$ cat src/cache_pkg.sv
`default_nettype none

package cache_pkg;

	typedef logic [15:0] addr_t; // word address
	typedef logic [15:0] word_t; // one data word
	typedef logic [4:0]  tag_t;  // addr[15:11]
	typedef logic [6:0]  set_t;  // addr[10:4]

	// addr : tttt tsss ssss bbbb, bit 0 of the offset is ignored
	localparam int TAG_LSB         = 11;
	localparam int SET_LSB         = 4;
	localparam int WORDS_PER_BLOCK = 8;

	typedef struct packed {
		logic valid; // block holds memory data
		tag_t tag;
	} meta_t;

	typedef struct packed {
		logic  rd;    // load / fetch
		logic  wr;    // store, never with rd
		addr_t addr;
		word_t wdata;
	} pipe_req_t;

	typedef struct packed {
		logic  done;  // one cycle, ends the request
		logic  busy;  // fill or write-through running
		word_t rdata; // valid with done on a read
	} pipe_rsp_t;

	typedef struct packed {
		logic  cyc;
		logic  stb;
		logic  we;
		addr_t adr;
		word_t dat;
	} wb_m2s_t;

	typedef struct packed {
		logic  ack;
		word_t dat;
	} wb_s2m_t;

endpackage

`default_nettype wire

$ cat src/wb_arbiter.sv
`timescale 1ns/1ps
`default_nettype none

module wb_arbiter (
	input  logic               clk,
	input  logic               rst_n,
	input  cache_pkg::wb_m2s_t m0_i, // I-cache
	output cache_pkg::wb_s2m_t m0_o,
	input  cache_pkg::wb_m2s_t m1_i, // D-cache
	output cache_pkg::wb_s2m_t m1_o,
	output cache_pkg::wb_m2s_t s_o,
	input  cache_pkg::wb_s2m_t s_i
);

	logic [1:0]         grant_q; // one-hot owner, 00 when idle
	logic               last_q;  // last winner, 0 = m0
	logic               pick;    // winner if granted now
	cache_pkg::wb_m2s_t own_req;

	assign pick    = (m0_i.cyc && m1_i.cyc) ? !last_q : m1_i.cyc; // favor the loser
	assign own_req = grant_q[1] ? m1_i : m0_i;

	always_ff @(posedge clk) begin
		if (!rst_n) begin
			grant_q <= 2'b00;
			last_q  <= 1'b0;
		end else if (grant_q == 2'b00) begin
			if (m0_i.cyc || m1_i.cyc) begin
				grant_q <= pick ? 2'b10 : 2'b01;
				last_q  <= pick;
			end
		end else if (!own_req.cyc) begin
			grant_q <= 2'b00; // owner released the bus
		end
	end

	always_comb begin
		s_o      = (grant_q != 2'b00) ? own_req : '0;
		m0_o.ack = s_i.ack && grant_q[0]; // other master stalls on ack low
		m0_o.dat = grant_q[0] ? s_i.dat : '0;
		m1_o.ack = s_i.ack && grant_q[1];
		m1_o.dat = grant_q[1] ? s_i.dat : '0;
	end

	// slave answers only within the owner's cycle, never into a changed grant
	a_ack_owner: assert property (@(posedge clk) disable iff (!rst_n)
		s_i.ack |-> (grant_q[0] && m0_i.cyc) || (grant_q[1] && m1_i.cyc));

endmodule

`default_nettype wire

$ cat config.mk
export PLATFORM = sky130hd
export DESIGN_NAME = wb_arbiter
export DESIGN_NICKNAME = d
export VERILOG_FILES = /design/src/cache_pkg.sv /design/src/wb_arbiter.sv
export SDC_FILE = /design/constraint.sdc
export NUM_CORES = 1
export LEC_CHECK = 0
export BUFFER_PORTS_ARGS = -buffer_cell sky130_fd_sc_hd__buf_4
export CAP_MARGIN = 10
export CORE_AREA = 2 2 60 62
export CTS_CLUSTER_SIZE = 8
export DETAILED_ROUTE_END_ITERATION = 8
export DIE_AREA = 0 0 62 64
export PLACE_DENSITY = 0.77
export SETUP_SLACK_MARGIN = 0.4
export SLEW_MARGIN = 0
export SYNTH_ARGS = -nofsm -noshare
export SYNTH_HDL_FRONTEND = slang
export SYNTH_SLANG_ARGS = --single-unit
$ cat constraint.sdc
create_clock -name clk -period 1.65 [get_ports clk]
set_input_delay 0.0825 -clock clk [delete_from_list [all_inputs] [get_ports clk]]
set_output_delay 0.0825 -clock clk [all_outputs]
set_load 0.005 [all_outputs]
After elaboration in Yosys (flattened, before gate mapping)
Index checks and enable logic that the tools add are counted.
Widths: inputs -> output; s select.
- input bits: 89
- output and inout bits: 69
- logic and storage cells: 22
- bits in registers: 3
- eq/ne operators: 2
- mux-type cells: 9
- reductions and logical operators: 9
- operator list (kind ; count):
    $mux 35 ; 2
    $mux 16 ; 2
    $mux 2 ; 4
    $ne 2x1->1 const B ; 2
    $reduce_and 2->1 ; 2
    $logic_and 1x1->1 ; 3
    $logic_not 2->1 ; 1
    $reduce_bool 2->1 ; 1
    $logic_not 1->1 ; 1
    $logic_or 1x1->1 ; 1
    $mux 1 ; 1

Depth between registers and ports, before layout
Gate-level depths: netlist of run 1.
- word-level depth: 5
- depth in mapped cells: 4
- depth with buffers taken out: 3

Worst setup path after synthesis of run 1
Ideal clock, no wire load.
- kind: register to output
- from: register grant_q[0]
- to: output s_o[10] (netlist name)
- cell stages (with the launch flop): 5
- slack: 0.700 ns
- arrival: 0.868 ns
- required time: 1.567 ns
- path buffers: 2
- cell sequence: dfxtp_1 nor2b_2 buf_6 buf_6 a22o_1
- RTL lines (element ; line ; RTL):
    from (decl) ; wb_arbiter.sv:15 ; logic [1:0] grant_q;
    from (signal assigned) ; wb_arbiter.sv:29 ; grant_q <= pick ? 2'b10 : 2'b01;
    to (decl) ; wb_arbiter.sv:11 ; output cache_pkg::wb_m2s_t s_o,

==> results of run 1 <==
-- layout by cell type, fill, tap and decap left out, types with 2 or more instances in the layout --
cell      netlist  final
o211a_1         2      2
buf_6           5      3
a21oi_1         3      3
and2_1         34     34
a22o_1         35     35
clkbuf_4        0      3
buf_4           1    161
-- routing by layer --
| metal | global-route usage | vias to the layer above |
|---|---|---|
| li1 | - | 673 |
| met1 | 0.213 | 604 |
| met2 | 0.319 | 47 |
| met3 | 0.0243 | 0 |
| met4 | 0.0452 | 0 |
| met5 | 0 | - |
-- flip-flops by register name (all words and copies together) (netlist names) --
register and flops:
grant_q 2, last_q 1
-- timing repair --
| item | in CTS | in global routing |
|---|---|---|
| gates resized for setup | 8 | 2 |
| hold endpoints to repair | 0 | 0 |
| setup buffers | 2 | 0 |
| cloned | 1 | 1 |
| setup endpoints to repair | 44 | 44 |
-- metrics by stage --
stage                     hold WS (ns)  worst slack (ns)  instances
after detailed placement         0.338             0.399        291
after CTS                        0.100             0.317        298
after global routing             0.109             0.286        299
after floorplan                  0.216             0.700         95
after global placement           0.345             0.426        291
final                            0.112             0.336        299
-- power by group --
group | switching (mW) | internal [mW]
combinational | 0.178 | 0.357
clock | 0.0411 | 0.0909
sequential | 0.00566 | 0.0795
-- layout make-up --
cell class | count | share of cell area
timing repair buffer | 166 | 0.632
multi-input combinational | 79 | 0.293
sequential | 3 | 0.0319
tap | 46 | 0.0283
clock buffer | 4 | 0.0129
inverter | 1 | 0.00184
-- logic make-up after synthesis --
family                 after synthesis
muxes                                1
and+or+nand+nor                     37
DFF                                  3
buffers and inverters               13
AOI/OAI and AO/OA                   41
-- worst min path at each step --
stage | startpoint | to | slack [ns]
after CTS | rst_n | grant_q[0] | 0.10
after global placement | rst_n | grant_q[0] | 0.35
after global routing | rst_n | grant_q[0] | 0.11
after detailed placement | rst_n | grant_q[0] | 0.34
final | rst_n | grant_q[0] | 0.11
after floorplan | rst_n | grant_q[0] | 0.22
==> results_dict.tcl, run 1 <==
set metrics [dict create \
    syn-cell-area_um2 748 \
    hold_buffers 0 \
    muxShareOfSynthArea 0.0151 \
    ys_ff_latch 3 \
    synth_seq_area_share 0.0803 \
    tns_ns 0 \
    cp_data_arrival_time_ns 1.23 \
    r2r_start "grant_q[1]" \
    regArea_um2 65.1 \
    cts.sinks 3 \
    dieWidth_um 62 \
    core_area_um2 3280 \
    slew-limit-headroom 0.868 \
    status "finished, final reports clean" \
    m1WireLength_um 1530 \
    finalHoldViolations 0 \
    pin_count 158 \
    synth_area_leaders "a22o_1 (41%), and2_1 (28%), dfxtp_1 (8.0%)" \
    drtPass1Iterations 4 \
    end_kind "output pin" \
    cpMostUsedCell "buf_4" \
    cts_made_buffers 3 \
    timing.rr.end "last_q" \
    finalCoreUtilization 0.620 \
    r2r.worst_path.cells 5 \
    cts_tree "done" \
    start_util 0.228 \
    path_depth 4 \
    synth_top_cells_by_count "a22o_1 (35), and2_1 (34), buf_6 (5)" \
    drv_cap 0 \
    yosys.area.top_type "a22o_1" \
    slowest_stage "dfxtp_4" \
    vdd_ir_drop_max_uv 306 \
    cts-root-buf "clkbuf_4" \
    std_cell_rows 21 \
    min_path_cells 2 \
    syn_avg_cell_area_um2 7.88 \
    rrSetupSlack_ns 0.49 \
    fin_crit_ns 1.31 \
    dr.max_layer_used "met3" \
    syn_inst 95 \
    dp_hpwl_um 3220 \
    drt_iter0_drc 56 \
    grt_pass1_vias 1139 \
    ant_nets 0 \
    n_antenna_cell 0 \
    drc 0 \
    max_freq_ghz 0.761 \
    worst_slew_pin_slew_ns 0.198 \
    cp_max_fo 11 \
    power_mw 0.752 \
    crit_family "buffers and inverters" \
    critical_path.max_stage_delay_ns 0.35 \
    cp-start-kind "flip-flop" \
    num_vias 1324 \
    clk_latency_ns 0.24 \
    required_ns 1.57 \
    crit_path_end "s_o[32]" \
    wl_um 4090 \
    cts.path.max_buffers 2 \
    async_reset_ff_frac 0 \
    grt_use_total 0.178 \
    grt_max_degree 21 \
    yosys.area_share.simple 0.306 \
    cellPowerDensity_nw_per_um2 369 \
    slew_violations 0 \
    die_height_um 64 \
    gr-total-overflow 0 \
    post_drt_wl_per_cell_um 13.7 \
    met3_length_um 237 \
    numPortBuffers 157 \
    nFillCells 315 \
    antenna_found_initial 0 \
    nNetsFinal 343 \
    synth_enable_flop_cells 0 \
    grt_pass1_wl_um 5440 \
    wl_met2_um 2320 \
    synth_top_family_by_area "compound AO/OA/AOI/OAI gates" \
    path_cells "buf_4 > buf_6 > a22o_1 > buf_4" \
    via_per_inst 4.43 \
    area_delta_synth_final_pct 172 \
    gpl.final_weighted_congestion 0.787 \
    post_dp_cell_area_um2 1930 \
    synth-compound-area-share 0.470 \
    path_clk_slew_ns 0.04 \
    finalInstanceArea_um2 2040 \
    skew_ns 0.00502 \
    synthXorXnorAreaFrac 0 \
    period_share 0.796 \
    ys.flop_type "dfxtp_1" \
    p_leak_nw 1.16 \
    synth_adder_area_share 0 \
    synth_most_common_cell "a22o_1" \
    setup_viol 0 \
    netlist.area_leader.share 0.410 \
    crit_start "grant_q[1]" \
    yosysWarningCount 0 \
    critPathKind "reg2out" \
    worstHoldPathType "in2reg" \
    rsz0062_at_grt "yes" \
    synth_nets 184 \
    synthDistinctLibCells 16 \
    htreeDepth 1 \
    die_area_um2 3970 \
    layout-drive-gt1-share 0.684 \
    worst-path-buf-inv 3 \
    multi_input_area_um2 597 \
]
No activity file was read; power rests on OpenSTA's default activity.
==> run 2: changes to the inputs <==
CORE_AREA = default   (was 2 2 60 62)
CORE_MARGIN = 2   (was default)
CORE_UTILIZATION = 22   (was default)
DIE_AREA = default   (was 0 0 62 64)
PLACE_DENSITY = 0.78   (was 0.77)
clock period = 1.2 ns   (was 1.65 ns; I/O delays follow)
==> run 2 against run 1 <==
The flow now finishes with violations (negative setup slack). Count of clock-buffer cells in the layout is the same. Critical path depth is the same. Largest cell class unchanged. Critical endpoint is now s_o[18]. Wire length shrank 4.3%. Non-clock buffer count is the same. Worst hold slack lost 0.021 ns. First-iteration DRC count grew 5.4%. Flip-flop and latch count is the same.
==> results_dict.tcl, run 2 (synthesis results as in run 1) <==
set metrics [dict create \
    status "finished with violations" \
    violations "negative setup slack" \
    critPathKind "reg2out" \
    cts.sinks 3 \
    num_vias 1350 \
    crit_start "grant_q[1]" \
    setup_viol 35 \
    required_ns 1.14 \
    final_common_cell "buf_4" \
    p_leak_nw 1.18 \
    grt_pass1_vias 1277 \
    worstHoldPathType "in2reg" \
    cp_max_fo 35 \
    cts_tree "done" \
    vdd_ir_drop_max_uv 519 \
    largestRegisters "grant_q: 2 flops, last_q: 1 flops" \
    htreeDepth 1 \
    gpl.final_weighted_congestion 0.768 \
    regMostFlops "grant_q" \
    regArea_um2 65.1 \
    final_cell_mix "buf_4 (163), a22o_1 (35), and2_1 (27)" \
    area_delta_synth_final_pct 177 \
    cts-root-buf "clkbuf_4" \
    antenna_found_initial 0 \
    finalInstanceArea_um2 2070 \
    r2r_start "grant_q[1]" \
    r2r.worst_path.cells 4 \
    place_inst 291 \
    path_clk_slew_ns 0.03 \
    min_path_cells 2 \
    gr-total-overflow 0 \
    wl_um 3910 \
    period_share 1.05 \
    rrSetupSlack_ns 0.03 \
    drc 0 \
    largest_reg_flops 2 \
    cts_made_buffers 3 \
    drtPass1Iterations 4 \
    worst_slack_ns -0.0648 \
    cellPowerDensity_nw_per_um2 511 \
    fin_crit_ns 1.26 \
    final_cells 299 \
    die_height_um 62.3 \
    hold_start "rst_n" \
    max_freq_ghz 0.791 \
    slew_violations 0 \
    timing.rr.end "grant_q[0]" \
    die_area_um2 3880 \
    worst_slew_pin_slew_ns 0.183 \
    cp-start-kind "flip-flop" \
    clk_latency_ns 0.24 \
    tns_ns -1.12 \
    drt_iter0_drc 59 \
    post_drt_wl_per_cell_um 13.1 \
    post_dp_cell_area_um2 1970 \
    start_util 0.226 \
    multi_input_area_um2 626 \
    timing.hold.ws_ns 0.0907 \
    nNetsFinal 343 \
    finalHoldViolations 0 \
    dieWidth_um 62.3 \
    pin_count 158 \
    slew-limit-headroom 0.878 \
    cts.path.max_buffers 2 \
    std_cell_rows 21 \
    grt_use_total 0.186 \
    layout-drive-gt1-share 0.715 \
    n_antenna_cell 0 \
    numPortBuffers 157 \
    cp_data_arrival_time_ns 1.20 \
    nFillCells 320 \
    grt_max_degree 36 \
    core_area_um2 3310 \
    hold_buffers 0 \
    via_per_inst 4.52 \
    min_to "grant_q[1]" \
    grt_pass1_wl_um 6020 \
    drv_cap 0 \
    ant_nets 0 \
    skew_ns 0.0108 \
    end_kind "output pin" \
    rsz0062_at_grt "yes" \
]
[run 2: how the worst max path moves through the flow]
stage / to / depth (start not counted)
finish: s_o[18] / 4
global route: s_o[18] / 4
CTS: s_o[18] / 4
detailed placement: s_o[18] / 4
global placement: s_o[18] / 4
floorplan: s_o[10] / 4
[run 2: stage by stage]
| step | util | setup slack [ns] | power (mW) |
|---|---|---|---|
| floorplan | - | 0.275 | 0.395 |
| global placement | 0.596 | 0.177 | 0.829 |
| detailed placement | 0.596 | 0.162 | 0.838 |
| CTS | 0.624 | -0.0729 | 1.07 |
| global route | 0.625 | -0.116 | 1.13 |
| finish | 0.625 | -0.0648 | 1.06 |
[run 2: final cells by class]
class / count / area share
tap: 46 / 0.0278
multi-input combinational: 79 / 0.302
clock buffer: 4 / 0.0127
inverter: 1 / 0.00181
sequential: 3 / 0.0314
timing repair buffer: 166 / 0.624
[run 2: report_power, final]
group,internal (mW),switching [mW],leakage [nW]
sequential,0.109,0.00837,0.0258
combinational,0.508,0.248,1.13
clock,0.125,0.0602,0.0150
[run 2: layer usage]
metal  share of wire  track usage  vias to the layer above
met5               0            0                        -
met4          0.0059       0.0333                        0
met3           0.088       0.0362                        4
met2            0.54        0.374                       64
met1            0.37        0.202                      610
li1                -            -                      672
[run 2: what timing repair did]
item	4_1_cts	5_1_grt
gates cloned	1	0
endpoints found under the hold margin	0	0
setup endpoints to repair	72	72
resized for setup	5	1
buffers inserted	3	0
[run 2: worst max-delay path, cell delays in order, from the launching register on]
cell     delay (ns)
dfxtp_4        0.36
nor2b_4        0.12
buf_12         0.19
a22o_1         0.17
buf_4          0.11
